$ cat config.mk
export PLATFORM = sky130hd
export DESIGN_NAME = idu_id_top
export DESIGN_NICKNAME = d
export VERILOG_FILES = /design/src/source/idu_pkg.sv /design/src/source/idu_ex1_if.sv /design/src/source/idu_raw_chk.sv /design/src/source/idu_waw_chk.sv /design/src/source/idu_dis_ctrl.sv /design/src/source/idu_ex1_stage.sv /design/src/source/idu_eu_issue.sv /design/src/source/idu_hpcp_sample.sv /design/src/source/idu_id_top.sv
export SDC_FILE = /design/constraint.sdc
export NUM_CORES = 1
export LEC_CHECK = 0
export ABC_AREA = 1
export BUFFER_PORTS_ARGS = -buffer_cell sky130_fd_sc_hd__buf_2
export CAP_MARGIN = 25
export CORE_UTILIZATION = 38
export DETAILED_ROUTE_END_ITERATION = 8
export PLACE_DENSITY = 0.82
export SYNTH_ARGS = -nofsm -noshare
export SYNTH_HDL_FRONTEND = slang
export SYNTH_HIERARCHICAL = 1
export SYNTH_SLANG_ARGS = --single-unit
$ cat constraint.sdc
create_clock -name ex1_hpcp_clk -period 1.99 [get_ports ex1_hpcp_clk]
set_clock_uncertainty 0.2 [all_clocks]
set_input_delay 0.199 -clock ex1_hpcp_clk [delete_from_list [all_inputs] [get_ports ex1_hpcp_clk]]
set_output_delay 0.199 -clock ex1_hpcp_clk [all_outputs]
set_load 0.005 [all_outputs]
$ cat src/source/idu_pkg.sv
// shared types for the issue control; unit select bit order is fixed as alu down to cp0
package idu_pkg;

  // default operand counts of one decoded instruction
  localparam int NUM_SRC = 3;
  localparam int NUM_DST = 2;

  // ------------------------------------------------------------
  // producing unit as kept by the write-back tracker
  // ------------------------------------------------------------
  typedef enum logic [2:0] {
    WB_ALU  = 3'd0,
    WB_BJU  = 3'd1,
    WB_LSU  = 3'd2,
    WB_MULT = 3'd3,
    WB_DIV  = 3'd4,
    WB_CP0  = 3'd5
  } wb_type_e;

  // tracker summary for one register
  typedef struct packed {
    // set when nothing is pending on the register
    logic       vld;
    wb_type_e   wb_type;
    // pending producers minus one, saturates at 2
    logic [1:0] cnt;
    // first of two producers writes back this cycle
    logic       wb_cnt2;
  } wb_info_t;

  // ------------------------------------------------------------
  // execution unit selects and fullness
  // ------------------------------------------------------------
  typedef struct packed {
    logic alu;
    logic bju;
    logic mult;
    logic div;
    logic lsu;
    logic cp0;
  } eu_sel_t;

  // alu and cp0 never report full
  typedef struct packed {
    logic bju;
    logic mult;
    logic div;
    logic lsu;
  } eu_full_t;

  // performance counter event bits
  typedef struct packed {
    logic int_inst;
    logic lsu_inst;
    logic csr_inst;
    logic sync_inst;
    logic ecall_inst;
  } hpcp_type_t;

endpackage

$ cat src/source/idu_ex1_if.sv
// pure wiring between dispatch and ex1, holds no state and no clock
`timescale 1ns/1ns
interface idu_ex1_if;
  import idu_pkg::*;

  // dispatch side
  logic    pipedown_vld;
  eu_sel_t pipedown_eu_sel;
  // ex1 side
  logic    ex1_inst_vld;
  eu_sel_t ex1_eu_sel;
  logic    ex1_stall;

  modport dis   (output pipedown_vld, output pipedown_eu_sel, input ex1_stall);
  modport stage (input pipedown_vld, input pipedown_eu_sel, input ex1_stall,
                 output ex1_inst_vld, output ex1_eu_sel);
  modport issue (input ex1_inst_vld, input ex1_eu_sel, output ex1_stall);

endinterface

$ cat src/source/idu_raw_chk.sv
// raw check is pure logic; the last source is taken as the store data operand
`timescale 1ns/1ns
module idu_raw_chk #(
  parameter int NUM_SRC = idu_pkg::NUM_SRC
) (
  input  logic [NUM_SRC-1:0] src_vld,
  input  logic [NUM_SRC-1:0] src_fwd_vld,
  input  idu_pkg::wb_info_t  src_info [NUM_SRC],
  input  logic               src_is_bju,
  input  logic               condbr,
  input  logic               store,
  output logic               raw
);
  import idu_pkg::*;

  logic [NUM_SRC-1:0] src_raw;

  for (genvar i = 0; i < NUM_SRC; i++) begin : g_src
    localparam bit IS_DATA = (i == NUM_SRC - 1);
    wb_type_e prod;
    logic     cnt_low;
    logic     fwd_ok;
    logic     except;

    assign prod    = src_info[i].wb_type;
    // one or two pending producers
    assign cnt_low = (src_info[i].cnt == 2'd0) || (src_info[i].cnt == 2'd1);

    // forwarding cannot cover a deep lsu/mult queue
    assign fwd_ok  = src_fwd_vld[i]
                     && !(((prod == WB_LSU) || (prod == WB_MULT))
                          && (src_info[i].cnt == 2'd2));

    // alu/bju results forward from ex1
    assign except  = (prod == WB_ALU) || (prod == WB_BJU)
                     // load into conditional branch
                     || ((prod == WB_LSU) && src_is_bju && condbr && cnt_low)
                     || fwd_ok
                     // load into store data, late enough for the lsu
                     || (IS_DATA && (prod == WB_LSU) && store
                         && (cnt_low || src_info[i].wb_cnt2));

    assign src_raw[i] = src_vld[i] && !src_info[i].vld && !except;
  end

  assign raw = |src_raw;

endmodule

$ cat src/source/idu_waw_chk.sv
// waw check is pure logic over every destination of the instruction
`timescale 1ns/1ns
module idu_waw_chk #(
  parameter int NUM_DST = idu_pkg::NUM_DST
) (
  input  logic [NUM_DST-1:0] dst_vld,
  input  idu_pkg::wb_type_e  dst_type [NUM_DST],
  input  idu_pkg::wb_info_t  dst_info [NUM_DST],
  output logic               waw
);
  import idu_pkg::*;

  logic [NUM_DST-1:0] dst_waw;

  for (genvar i = 0; i < NUM_DST; i++) begin : g_dst
    wb_type_e old_prod;
    logic     same_pipe;
    logic     shallow;
    logic     except;

    assign old_prod  = dst_info[i].wb_type;
    // lsu and mult write back in order within their own unit
    assign same_pipe = ((old_prod == WB_LSU) && (dst_type[i] == WB_LSU))
                       || ((old_prod == WB_MULT) && (dst_type[i] == WB_MULT));
    assign shallow   = (dst_info[i].cnt == 2'd0) || (dst_info[i].cnt == 2'd1)
                       || dst_info[i].wb_cnt2;

    assign except    = (old_prod == WB_ALU) || (old_prod == WB_BJU)
                       || (same_pipe && shallow);

    assign dst_waw[i] = dst_vld[i] && !dst_info[i].vld && !except;
  end

  assign waw = |dst_waw;

endmodule

$ cat src/source/idu_dis_ctrl.sv
// dispatch stall and pipedown select, combinational in the id cycle
`timescale 1ns/1ns
module idu_dis_ctrl (
  input  logic             id_inst_vld,
  input  logic             raw,
  input  logic             waw,
  input  logic             cp0_fence,
  input  logic             pipeline_empty,
  input  logic             dbgon,
  input  logic             dis_fence_in_dbg,
  input  logic             flush_stall,
  input  logic             expt_vld,
  input  logic             inst_cancel,
  input  idu_pkg::eu_sel_t dis_eu,
  output logic             dis_stall,
  idu_ex1_if.dis           ex1
);
  import idu_pkg::*;

  logic    dep_stall;
  logic    fence_stall;
  eu_sel_t dis_eu_fix;

  // ------------------------------------------------------------
  // stall sources
  // ------------------------------------------------------------
  assign dep_stall   = id_inst_vld && (raw || waw);

  // fence waits for older insts to retire
  // debug mode may bypass so a hung pipe can still be probed
  assign fence_stall = id_inst_vld && cp0_fence && !pipeline_empty
                       && !(dbgon && dis_fence_in_dbg);

  assign dis_stall   = flush_stall || ex1.ex1_stall || dep_stall || fence_stall;

  // ------------------------------------------------------------
  // pipedown
  // ------------------------------------------------------------
  // faulting or cancelled insts go to cp0 alone
  always_comb begin
    if (expt_vld || inst_cancel) begin
      dis_eu_fix     = '0;
      dis_eu_fix.cp0 = 1'b1;
    end else begin
      dis_eu_fix = dis_eu;
    end
  end

  assign ex1.pipedown_vld    = id_inst_vld && !dis_stall;
  assign ex1.pipedown_eu_sel = ex1.pipedown_vld ? dis_eu_fix : '0;

endmodule

$ cat src/source/idu_ex1_stage.sv
// ex1 valid and one-hot unit select, cleared by reset or flush
`timescale 1ns/1ns
module idu_ex1_stage (
  input  logic     ex1_hpcp_clk,
  input  logic     cpurst_b,
  input  logic     flush,
  idu_ex1_if.stage ex1
);

  // flush wins over stall
  // held inst stays put until its unit frees up
  always_ff @(posedge ex1_hpcp_clk or negedge cpurst_b) begin
    if (!cpurst_b) begin
      ex1.ex1_inst_vld <= 1'b0;
      ex1.ex1_eu_sel   <= '0;
    end else if (flush) begin
      ex1.ex1_inst_vld <= 1'b0;
      ex1.ex1_eu_sel   <= '0;
    end else if (!ex1.ex1_stall) begin
      ex1.ex1_inst_vld <= ex1.pipedown_vld;
      ex1.ex1_eu_sel   <= ex1.pipedown_eu_sel;
    end
  end

endmodule

$ cat src/source/idu_eu_issue.sv
// issue selects from ex1; alu and cp0 have no full signal of their own
`timescale 1ns/1ns
module idu_eu_issue (
  input  logic              commit,
  input  idu_pkg::eu_full_t eu_full,
  input  logic              bju_global_full,
  input  logic              lsu_global_full,
  input  logic              mult_issue_stall,
  input  logic              cp0_issue_stall,
  output idu_pkg::eu_sel_t  issue_sel,
  output idu_pkg::eu_sel_t  dp_sel,
  output logic              ex1_pipedown_vld,
  idu_ex1_if.issue          ex1
);

  logic int_stall;
  logic eu_full_hit;
  logic issue_stall;

  // ------------------------------------------------------------
  // ex1 stall reasons
  // ------------------------------------------------------------
  // global full blocks every unit
  assign int_stall   = ex1.ex1_inst_vld && (bju_global_full || lsu_global_full);

  // own unit full, inst holds without a select
  assign eu_full_hit = (ex1.ex1_eu_sel.bju && eu_full.bju)
                       || (ex1.ex1_eu_sel.mult && eu_full.mult)
                       || (ex1.ex1_eu_sel.div && eu_full.div)
                       || (ex1.ex1_eu_sel.lsu && eu_full.lsu);

  // unit asks to see the same inst again next cycle
  assign issue_stall = ex1.ex1_inst_vld && (mult_issue_stall || cp0_issue_stall);

  assign ex1.ex1_stall = eu_full_hit || issue_stall || int_stall;

  // ------------------------------------------------------------
  // selects
  // ------------------------------------------------------------
  // datapath select ignores commit so operands can move early
  assign dp_sel.alu  = ex1.ex1_eu_sel.alu && !int_stall;
  assign dp_sel.bju  = ex1.ex1_eu_sel.bju && !int_stall && !eu_full.bju;
  assign dp_sel.mult = ex1.ex1_eu_sel.mult && !int_stall && !eu_full.mult;
  assign dp_sel.div  = ex1.ex1_eu_sel.div && !int_stall && !eu_full.div;
  assign dp_sel.lsu  = ex1.ex1_eu_sel.lsu && !int_stall && !eu_full.lsu;
  assign dp_sel.cp0  = ex1.ex1_eu_sel.cp0 && !int_stall;

  // no commit means rtu flushes, so nothing is issued
  assign issue_sel = commit ? dp_sel : '0;

  assign ex1_pipedown_vld = ex1.ex1_inst_vld && !ex1.ex1_stall && commit;

endmodule

$ cat src/source/idu_hpcp_sample.sv
// event bits for the counters, sampled only while counting is enabled
`timescale 1ns/1ns
module idu_hpcp_sample (
  input  logic                ex1_hpcp_clk,
  input  logic                cpurst_b,
  input  logic                cnt_en,
  input  idu_pkg::eu_sel_t    issue_sel,
  input  logic                inst_csr,
  input  logic                inst_sync,
  input  logic                inst_amo,
  input  logic                inst_ecall,
  input  logic                cp0_issue_stall,
  input  logic                dis_stall,
  input  logic                id_inst_vld,
  output idu_pkg::hpcp_type_t hpcp_inst_type,
  output logic                hpcp_backend_stall,
  output logic                hpcp_frontend_stall
);
  import idu_pkg::*;

  hpcp_type_t inst_type;

  // ------------------------------------------------------------
  // classify the issued inst
  // ------------------------------------------------------------
  assign inst_type.int_inst   = issue_sel.alu || issue_sel.mult || issue_sel.div;
  assign inst_type.lsu_inst   = issue_sel.lsu;
  assign inst_type.csr_inst   = issue_sel.cp0 && inst_csr;
  // fence counts once it leaves cp0, amo counts as sync
  assign inst_type.sync_inst  = (issue_sel.cp0 && inst_sync && !cp0_issue_stall)
                                || (issue_sel.lsu && inst_amo);
  assign inst_type.ecall_inst = issue_sel.cp0 && inst_ecall;

  // hold last sample while counting is off
  always_ff @(posedge ex1_hpcp_clk or negedge cpurst_b) begin
    if (!cpurst_b) begin
      hpcp_inst_type      <= '0;
      hpcp_backend_stall  <= 1'b0;
      hpcp_frontend_stall <= 1'b0;
    end else if (cnt_en) begin
      hpcp_inst_type      <= inst_type;
      hpcp_backend_stall  <= dis_stall;
      // frontend starves when id is idle and not stalled
      hpcp_frontend_stall <= !dis_stall && !id_inst_vld;
    end
  end

endmodule

$ cat src/source/idu_id_top.sv
// issue control top; ports carry exactly three sources and two destinations
`timescale 1ns/1ns
module idu_id_top #(
  parameter int NUM_SRC = idu_pkg::NUM_SRC,
  parameter int NUM_DST = idu_pkg::NUM_DST
) (
  input  logic                ex1_hpcp_clk,
  input  logic                cpurst_b,
  // decoded inst
  input  logic                id_inst_vld,
  input  logic                src0_vld,
  input  logic                src1_vld,
  input  logic                src2_vld,
  input  logic                src0_fwd_vld,
  input  logic                src1_fwd_vld,
  input  logic                src2_fwd_vld,
  input  idu_pkg::wb_info_t   src0_info,
  input  idu_pkg::wb_info_t   src1_info,
  input  idu_pkg::wb_info_t   src2_info,
  input  logic                src_is_bju,
  input  logic                condbr,
  input  logic                store,
  input  logic                dst0_vld,
  input  logic                dst1_vld,
  input  idu_pkg::wb_type_e   dst0_type,
  input  idu_pkg::wb_type_e   dst1_type,
  input  idu_pkg::wb_info_t   dst0_info,
  input  idu_pkg::wb_info_t   dst1_info,
  input  logic                cp0_fence,
  input  logic                expt_vld,
  input  logic                inst_cancel,
  input  idu_pkg::eu_sel_t    dis_eu,
  input  logic                inst_csr,
  input  logic                inst_sync,
  input  logic                inst_amo,
  input  logic                inst_ecall,
  // retire and debug
  input  logic                pipeline_empty,
  input  logic                dbgon,
  input  logic                dis_fence_in_dbg,
  input  logic                flush_stall,
  input  logic                flush_fe,
  input  logic                iu_cancel,
  input  logic                commit,
  // unit status
  input  logic                bju_full,
  input  logic                mult_full,
  input  logic                div_full,
  input  logic                lsu_full,
  input  logic                bju_global_full,
  input  logic                lsu_global_full,
  input  logic                mult_issue_stall,
  input  logic                cp0_issue_stall,
  input  logic                cnt_en,
  // outputs
  output logic                id_stall,
  output logic                ex1_inst_vld,
  output logic                ex1_pipedown_vld,
  output logic                alu_sel,
  output logic                bju_sel,
  output logic                mult_sel,
  output logic                div_sel,
  output logic                lsu_sel,
  output logic                cp0_sel,
  output logic                alu_dp_sel,
  output logic                bju_dp_sel,
  output logic                mult_dp_sel,
  output logic                div_dp_sel,
  output logic                lsu_dp_sel,
  output logic                cp0_dp_sel,
  output idu_pkg::hpcp_type_t hpcp_inst_type,
  output logic                hpcp_backend_stall,
  output logic                hpcp_frontend_stall
);
  import idu_pkg::*;

  wire flush = flush_fe || iu_cancel;

  logic     raw;
  logic     waw;
  logic     dis_stall;
  wb_info_t src_info [NUM_SRC];
  wb_info_t dst_info [NUM_DST];
  wb_type_e dst_type [NUM_DST];
  eu_full_t eu_full;
  eu_sel_t  issue_sel;
  eu_sel_t  dp_sel;

  idu_ex1_if ex1_if ();

  // ------------------------------------------------------------
  // gather per-operand ports into arrays
  // ------------------------------------------------------------
  assign src_info[0] = src0_info;
  assign src_info[1] = src1_info;
  assign src_info[2] = src2_info;
  assign dst_info[0] = dst0_info;
  assign dst_info[1] = dst1_info;
  assign dst_type[0] = dst0_type;
  assign dst_type[1] = dst1_type;
  assign eu_full     = '{bju: bju_full, mult: mult_full, div: div_full, lsu: lsu_full};

  idu_raw_chk #(.NUM_SRC(NUM_SRC)) u_raw_chk (
    .src_vld     ({src2_vld, src1_vld, src0_vld}),
    .src_fwd_vld ({src2_fwd_vld, src1_fwd_vld, src0_fwd_vld}),
    .src_info    (src_info),
    .src_is_bju  (src_is_bju),
    .condbr      (condbr),
    .store       (store),
    .raw         (raw)
  );

  idu_waw_chk #(.NUM_DST(NUM_DST)) u_waw_chk (
    .dst_vld  ({dst1_vld, dst0_vld}),
    .dst_type (dst_type),
    .dst_info (dst_info),
    .waw      (waw)
  );

  idu_dis_ctrl u_dis_ctrl (
    .id_inst_vld      (id_inst_vld),
    .raw              (raw),
    .waw              (waw),
    .cp0_fence        (cp0_fence),
    .pipeline_empty   (pipeline_empty),
    .dbgon            (dbgon),
    .dis_fence_in_dbg (dis_fence_in_dbg),
    .flush_stall      (flush_stall),
    .expt_vld         (expt_vld),
    .inst_cancel      (inst_cancel),
    .dis_eu           (dis_eu),
    .dis_stall        (dis_stall),
    .ex1              (ex1_if.dis)
  );

  idu_ex1_stage u_ex1_stage (
    .ex1_hpcp_clk (ex1_hpcp_clk),
    .cpurst_b     (cpurst_b),
    .flush        (flush),
    .ex1          (ex1_if.stage)
  );

  idu_eu_issue u_eu_issue (
    .commit           (commit),
    .eu_full          (eu_full),
    .bju_global_full  (bju_global_full),
    .lsu_global_full  (lsu_global_full),
    .mult_issue_stall (mult_issue_stall),
    .cp0_issue_stall  (cp0_issue_stall),
    .issue_sel        (issue_sel),
    .dp_sel           (dp_sel),
    .ex1_pipedown_vld (ex1_pipedown_vld),
    .ex1              (ex1_if.issue)
  );

  idu_hpcp_sample u_hpcp_sample (
    .ex1_hpcp_clk        (ex1_hpcp_clk),
    .cpurst_b            (cpurst_b),
    .cnt_en              (cnt_en),
    .issue_sel           (issue_sel),
    .inst_csr            (inst_csr),
    .inst_sync           (inst_sync),
    .inst_amo            (inst_amo),
    .inst_ecall          (inst_ecall),
    .cp0_issue_stall     (cp0_issue_stall),
    .dis_stall           (dis_stall),
    .id_inst_vld         (id_inst_vld),
    .hpcp_inst_type      (hpcp_inst_type),
    .hpcp_backend_stall  (hpcp_backend_stall),
    .hpcp_frontend_stall (hpcp_frontend_stall)
  );

  // ------------------------------------------------------------
  // flatten to per-unit ports
  // ------------------------------------------------------------
  assign id_stall     = dis_stall;
  assign ex1_inst_vld = ex1_if.ex1_inst_vld;
  assign {alu_sel, bju_sel, mult_sel, div_sel, lsu_sel, cp0_sel} = issue_sel;
  assign {alu_dp_sel, bju_dp_sel, mult_dp_sel, div_dp_sel, lsu_dp_sel, cp0_dp_sel} = dp_sel;

endmodule

==> results of run 1 <==
-- per-layer routing --
| metal | wire [um] | global-route usage [%] | vias to the layer above |
|---|---|---|---|
| met5 | 0 | 0 | - |
| met4 | 13 | 7.143 | 0 |
| met3 | 200 | 4.176 | 2 |
| met2 | 1630 | 40.39 | 59 |
| met1 | 1370 | 24.45 | 628 |
| li1 | - | - | 850 |
-- final cells by class --
cell class              instances  area share (%)
multi-input cells             154           36.53
repair buffers                109           30.80
flip-flops and latches         14           18.67
inverters                      45           9.133
well taps                      44           2.933
clock buffers                   4           1.933
-- critical path: cells and delay by family (launching register included) --
| family | cells | cell delay [ns] |
|---|---|---|
| buffers and inverters | 2 | 0.23 |
| flip-flops | 1 | 0.42 |
| AND/OR/NAND/NOR | 6 | 0.61 |
-- logic make-up after synthesis --
| logic type | after synthesis | share of synthesized area, % |
|---|---|---|
| AO/OA/AOI/OAI | 5 | 2.869 |
| buffers and inverters | 47 | 15.57 |
| flip-flops | 14 | 28.69 |
| AND/OR/NAND/NOR | 149 | 52.87 |
-- power breakdown --
part	leakage, nW	internal, W	switching (W)
registers	0.188	0.000293	0.00000460
logic	1.02	0.000108	0.000103
clock network	0.0210	0.000111	0.0000910
total	1.23	0.000512	0.000198
-- sequential cells by signal, indices dropped and copies added, names as in the netlist --
register                           flops
u_hpcp_sample/hpcp_inst_type           5
u_hpcp_sample/hpcp_frontend_stall      1
u_hpcp_sample/hpcp_backend_stall       1
u_ex1_stage/ex1.ex1_eu_sel             6
u_ex1_stage/ex1.ex1_inst_vld           1
-- worst paths after layout --
check	from	to	cells after the start	slack [ns]
worst max-delay path	u_ex1_stage/ex1.ex1_inst_vld	id_stall	8	0.07
worst min-delay path	dis_eu[1]	u_ex1_stage/ex1.ex1_eu_sel[1]	5	0.04
worst max register to register	u_ex1_stage/ex1.ex1_inst_vld	u_ex1_stage/ex1.ex1_eu_sel[5]	10	0.31
worst min register to register	u_hpcp_sample/hpcp_backend_stall	u_hpcp_sample/hpcp_backend_stall	1	0.29
max in group asynchronous	cpurst_b	u_ex1_stage/ex1.ex1_eu_sel[5]	2	1.22
min in group asynchronous	cpurst_b	u_hpcp_sample/hpcp_inst_type[4]	2	0.13
-- cells in the final DEF, fill, tap and decap left out --
cell type      synthesis  final
inv_2                  5      5
a21oi_2                1      1
clkbuf_4               0      3
buf_2                  0    101
nor2_8                 1      1
inv_4                  1      1
nand2_1               82     82
nor2_4                 3      3
buf_4                  1      3
a21oi_1                2      2
clkbuf_8               0      1
o21a_1                 1      1
dfrtp_1               14     14
inv_1                 37     37
dlygate4sd3_1          0      5
nor2_1                39     37
clkinv_1               2      2
nor3_1                 3      3
nand3_1               12     12
or2_1                  0      1
nand2_2                1      1
nor2_2                 4      6
nand3_2                1      1
o21ai_2                1      1
nand3b_1               2      2
-- metrics by stage --
step	total power [W]	setup TNS (ns)	cell area [sq um]
2_1_floorplan	0.0003969	0	1221
3_3_place_gp	0.0005011	0	1770
3_5_place_dp	0.0005054	0	1770
4_1_cts	0.0007155	0	1859
5_1_grt	0.0007684	-0.04541	1877
6_report	0.0007102	0	1877
-- repair_timing --
item	CTS	global route
endpoints found under the hold margin	18	0
gates resized for setup	1	2
setup buffers	0	2
pin swaps	0	5
hold buffers	5	0
setup endpoints to repair	1	1
==> results.ini, run 1 <==
[floorplan]
io_pins=106
die_w_um=58.69
rows=20
fp.coreArea_sq_mm=0.003053
start_util_pct=40.00
fp.dieArea_sq_mm=0.003445
fp.dieH_um=58.69

[cts]
clk_latency_ns=0.28
h-tree-depth=1
clk_pin_slew_ns=0.09
cts_tree=done
root_buffer=clkbuf_4
clock_path_buffers=2
numCtsBuffers=3
clock_sink_count=14

[placement]
dpl.cell_count=359
dp_slack_ns=0.2614
gp_congestion=0.7233
place_hpwl_um=2680
port_buffers=101

[timing]
tightest_slew_ns=0.3916
fin_ws_ns=0.07063
slew_viol_final=0
rsz0062_at_grt=true
timing.hold.ws_ns=0.04164
hold_viol=0
period_needed_ns=1.919
finalSetupViolCount=0
min_period_over_period_pct=96.45
max_clock_freq_mhz=521.0
slew_headroom_pct=73.69

[pwr]
p_leak_nw=1.232
peakVddDrop_mv=0.1549
cellPowerDensity_mw_per_mm2=378.4

[yosys]
ys_seq_area_share_pct=28.69
yosys-top-cells-area=dfrtp_1 29%, nand2_1 25%, nor2_1 12%
async_reset_ff_share_pct=100.0
syn_area_sq_mm=0.001221
synth_common_cells=82 x nand2_1, 39 x nor2_1, 37 x inv_1
avgSynthCellArea_sq_um=5.680
syn_inst=215
yosysMostFrequentCell=nand2_1
synth_edf_count=0
yosys_warnings=6
syn_nets=299
synth_cell_types=22
synth.top_cell.area_share_pct=28.69
ys_ff_latch=14
yosysTopAreaCell=dfrtp_1
ys.flop_type=dfrtp_1

[route]
drt_iter0_drc=46
drc_errors=0
drtAntennaViolNets=0
wl_per_cell_um=8.686
first_pass_iters=4
via_per_inst=4.159
vias=1539
drt_wl_total_um=3214

[finish]
multi_input_area_sq_um=685.7
fin_cells=370
areaGrowthSynthToFinish_pct=53.69
n_antenna_cell=0
regArea_sq_um=350.3
finalNetCount=411
drive_above_1_share_pct=39.26
final_util_pct=61.48
fill_cells=296

[global_route]
grt_max_degree=15
grt_pass1_wl_um=5809
antenna_found_initial=0
grt_use_total_pct=21.60
first_global_vias=1461
grt-ovfl-total=0

[setup_path]
cp.required_ns=1.59
cp_common_cell=nor2_2
critPathMaxStageDelay_ns=0.42
path_class=register to output port
start_kind=register
worst-path-max-fanout=4
crit_chain=inv_2, nor2_2, nor2_2, nand2_2, or2_1, nor2_2, nand2_1, buf_2
arrival_ns=1.52
slowest_stage=dfrtp_1
end_kind=output port

[status]
status=complete, no violations

[run]
cap_violations=0

[min_path]
hp-class=input port to register

(Power assumes the default switching activity.)
==> run 2, diff against run 1 <==
--- a/config.mk
+++ b/config.mk
@@ -9,8 +9,10 @@
 export BUFFER_PORTS_ARGS = -buffer_cell sky130_fd_sc_hd__buf_2
 export CAP_MARGIN = 25
 export CORE_UTILIZATION = 38
+export CTS_BUF_LIST = sky130_fd_sc_hd__clkbuf_4 sky130_fd_sc_hd__clkbuf_8 sky130_fd_sc_hd__clkbuf_16
 export DETAILED_ROUTE_END_ITERATION = 8
 export PLACE_DENSITY = 0.82
+export REMOVE_ABC_BUFFERS = 1
 export SYNTH_ARGS = -nofsm -noshare
 export SYNTH_HDL_FRONTEND = slang
 export SYNTH_HIERARCHICAL = 1
==> results.ini, run 2 (same netlist as run 1, synthesis figures left out) <==
[run]
cap_violations=0  ; unchanged

[finish]
drive_above_1_share_pct=39.82  ; was 39.26%
top_register=u_ex1_stage/ex1.ex1_eu_sel  ; unchanged
mostFrequentLayoutCell=buf_2  ; unchanged
mostFrequentLayoutCells=101 x buf_2, 82 x nand2_1, 38 x nor2_1  ; was 101 x buf_2, 82 x nand2_1, 37 x inv_1, 37 x nor2_1, 14 x dfrtp_1
regArea_sq_um=350.3  ; unchanged
largestRegisters=u_ex1_stage/ex1.ex1_eu_sel x6, u_hpcp_sample/hpcp_inst_type x5  ; unchanged
multi_input_area_sq_um=683.2  ; was 685.7 sq um
largest_reg_flops=6  ; unchanged
areaGrowthSynthToFinish_pct=55.12  ; was 53.69%
finalNetCount=414  ; was 411
n_antenna_cell=0  ; unchanged
fill_cells=304  ; was 296

[timing]
slew_headroom_pct=72.08  ; was 73.69%
tightest_slew_ns=0.4156  ; was 0.3916 ns
min_period_over_period_pct=95.77  ; was 96.45%
rsz0062_at_grt=true  ; unchanged
final.setup.tns_ns=0  ; unchanged
hold_viol=0  ; unchanged
finalSetupViolCount=0  ; unchanged
period_needed_ns=1.906  ; was 1.919 ns
timing.hold.ws_ns=0.01017  ; was 0.04164 ns
max_clock_freq_mhz=524.7  ; was 521.0 MHz
slew_viol_final=0  ; unchanged

[setup_path]
path_class=register to output port  ; unchanged
worstSetupEndpoint=id_stall  ; unchanged
crit_start=u_ex1_stage/ex1.ex1_eu_sel[1]  ; was u_ex1_stage/ex1.ex1_inst_vld
rr_worst_depth=11  ; was 10
start_kind=register  ; unchanged
cp.required_ns=1.59  ; about the same
worst-path-max-fanout=3  ; was 4
timing.rr.start=u_ex1_stage/ex1.ex1_eu_sel[1]  ; was u_ex1_stage/ex1.ex1_inst_vld
arrival_ns=1.51  ; was 1.52 ns
timing.rr.end=u_ex1_stage/ex1.ex1_eu_sel[2]  ; was u_ex1_stage/ex1.ex1_eu_sel[5]
rrSetupSlack_ns=0.21  ; was 0.31 ns
end_kind=output port  ; unchanged

[cts]
numCtsBuffers=3  ; unchanged
clk_pin_slew_ns=0.08  ; was 0.09 ns
root_buffer=clkbuf_4  ; unchanged
clk_latency_ns=0.27  ; was 0.28 ns
clock_sink_count=14  ; unchanged
clock_path_buffers=2  ; unchanged
cts_tree=done  ; unchanged
h-tree-depth=1  ; unchanged

[route]
drt_iter0_drc=49  ; was 46
drt_wl_total_um=3236  ; was 3214 um
via_per_inst=4.198  ; was 4.159
drtAntennaViolNets=0  ; unchanged
first_pass_iters=5  ; was 4
vias=1566  ; was 1539
drc_errors=0  ; unchanged
wl_per_cell_um=8.676  ; was 8.686 um

[global_route]
first_global_vias=1425  ; was 1461
grt_use_total_pct=19.67  ; was 21.60%
antenna_found_initial=0  ; unchanged
grt_max_degree=15  ; unchanged
grt_pass1_wl_um=5326  ; was 5809 um
grt-ovfl-total=0  ; unchanged

[floorplan]
start_util_pct=40.00  ; unchanged
io_pins=106  ; unchanged
rows=20  ; unchanged
die_w_um=58.69  ; unchanged
fp.dieArea_sq_mm=0.003445  ; unchanged
fp.dieH_um=58.69  ; unchanged
fp.coreArea_sq_mm=0.003053  ; unchanged

[placement]
port_buffers=101  ; unchanged
gp_congestion=0.7655  ; was 0.7233
place_hpwl_um=2767  ; was 2680 um

[status]
status=complete, no violations  ; unchanged

[pwr]
p_leak_nw=1.248  ; was 1.232 nW
cellPowerDensity_mw_per_mm2=373.7  ; was 378.4 mW/mm^2
peakVddDrop_mv=0.1470  ; was 0.1549 mV

[min_path]
hp-class=input port to register  ; unchanged

## run 2: worst min path at each step
stage	cells past startpoint	to	startpoint	slack, ns
2_1_floorplan	0	u_ex1_stage/ex1.ex1_eu_sel[0]	cpurst_b	-0.30
3_3_place_gp	1	u_hpcp_sample/hpcp_inst_type[4]	cpurst_b	-0.09
3_5_place_dp	1	u_hpcp_sample/hpcp_inst_type[4]	cpurst_b	-0.09
4_1_cts	4	u_hpcp_sample/hpcp_inst_type[1]	cp0_issue_stall	0.01
5_1_grt	4	u_hpcp_sample/hpcp_inst_type[1]	cp0_issue_stall	0.04
6_report	4	u_hpcp_sample/hpcp_inst_type[1]	cp0_issue_stall	0.01
## run 2: cell type report
cell class              instances  share of cell area, %
clock buffers                   4                  1.915
inverters                      45                  9.049
multi-input cells             154                  36.06
flip-flops and latches         14                  18.49
well taps                      44                  2.906
repair buffers                112                  31.57
## run 2: power breakdown
part,switching [W],total (W),internal (W)
logic,0.000103,0.000212,0.000109
clock network,0.0000880,0.000199,0.000111
registers,0.00000414,0.000297,0.000293
total,0.000195,0.000708,0.000513
## run 2: per-layer routing
metal	vias up	global-route usage, %	share of wire (%)
met3	2	3.516	7.6
li1	854	-	-
met5	-	0	0
met1	640	19.46	37
met2	70	40.23	54
met4	0	6.803	0.43
## run 2: stage by stage
step / power [W] / area (sq um) / util, % / cells / setup slack [ns]
4_1_cts: 0.0007144 / 1862 / 60.98 / 369 / 0.02009
5_1_grt: 0.0007565 / 1894 / 62.05 / 373 / -0.03136
3_5_place_dp: 0.0005069 / 1770 / 57.99 / 359 / 0.2394
3_3_place_gp: 0.0005012 / 1770 / 57.99 / 359 / 0.2781
6_report: 0.0007080 / 1894 / 62.05 / 373 / 0.08419
2_1_floorplan: 0.0003912 / 1202 / - / 213 / 0.2005
## run 2: worst max-delay path, cell delays in order (launching register included)
cell and delay, ns:
dfrtp_1 0.40, nand2_1 0.07, nand2_1 0.05, nor2_2 0.11, nand2_2 0.07, or2_1 0.22
nor2_2 0.12, nand2_1 0.07, buf_2 0.13
## run 2: timing repair
item	4_1_cts	5_1_grt
pin swaps	1	3
hold buffers	4	0
gates resized for setup	0	2
gates cloned	0	0
endpoints found under the setup margin	1	1
hold endpoints to repair	17	0
buffers inserted	2	4
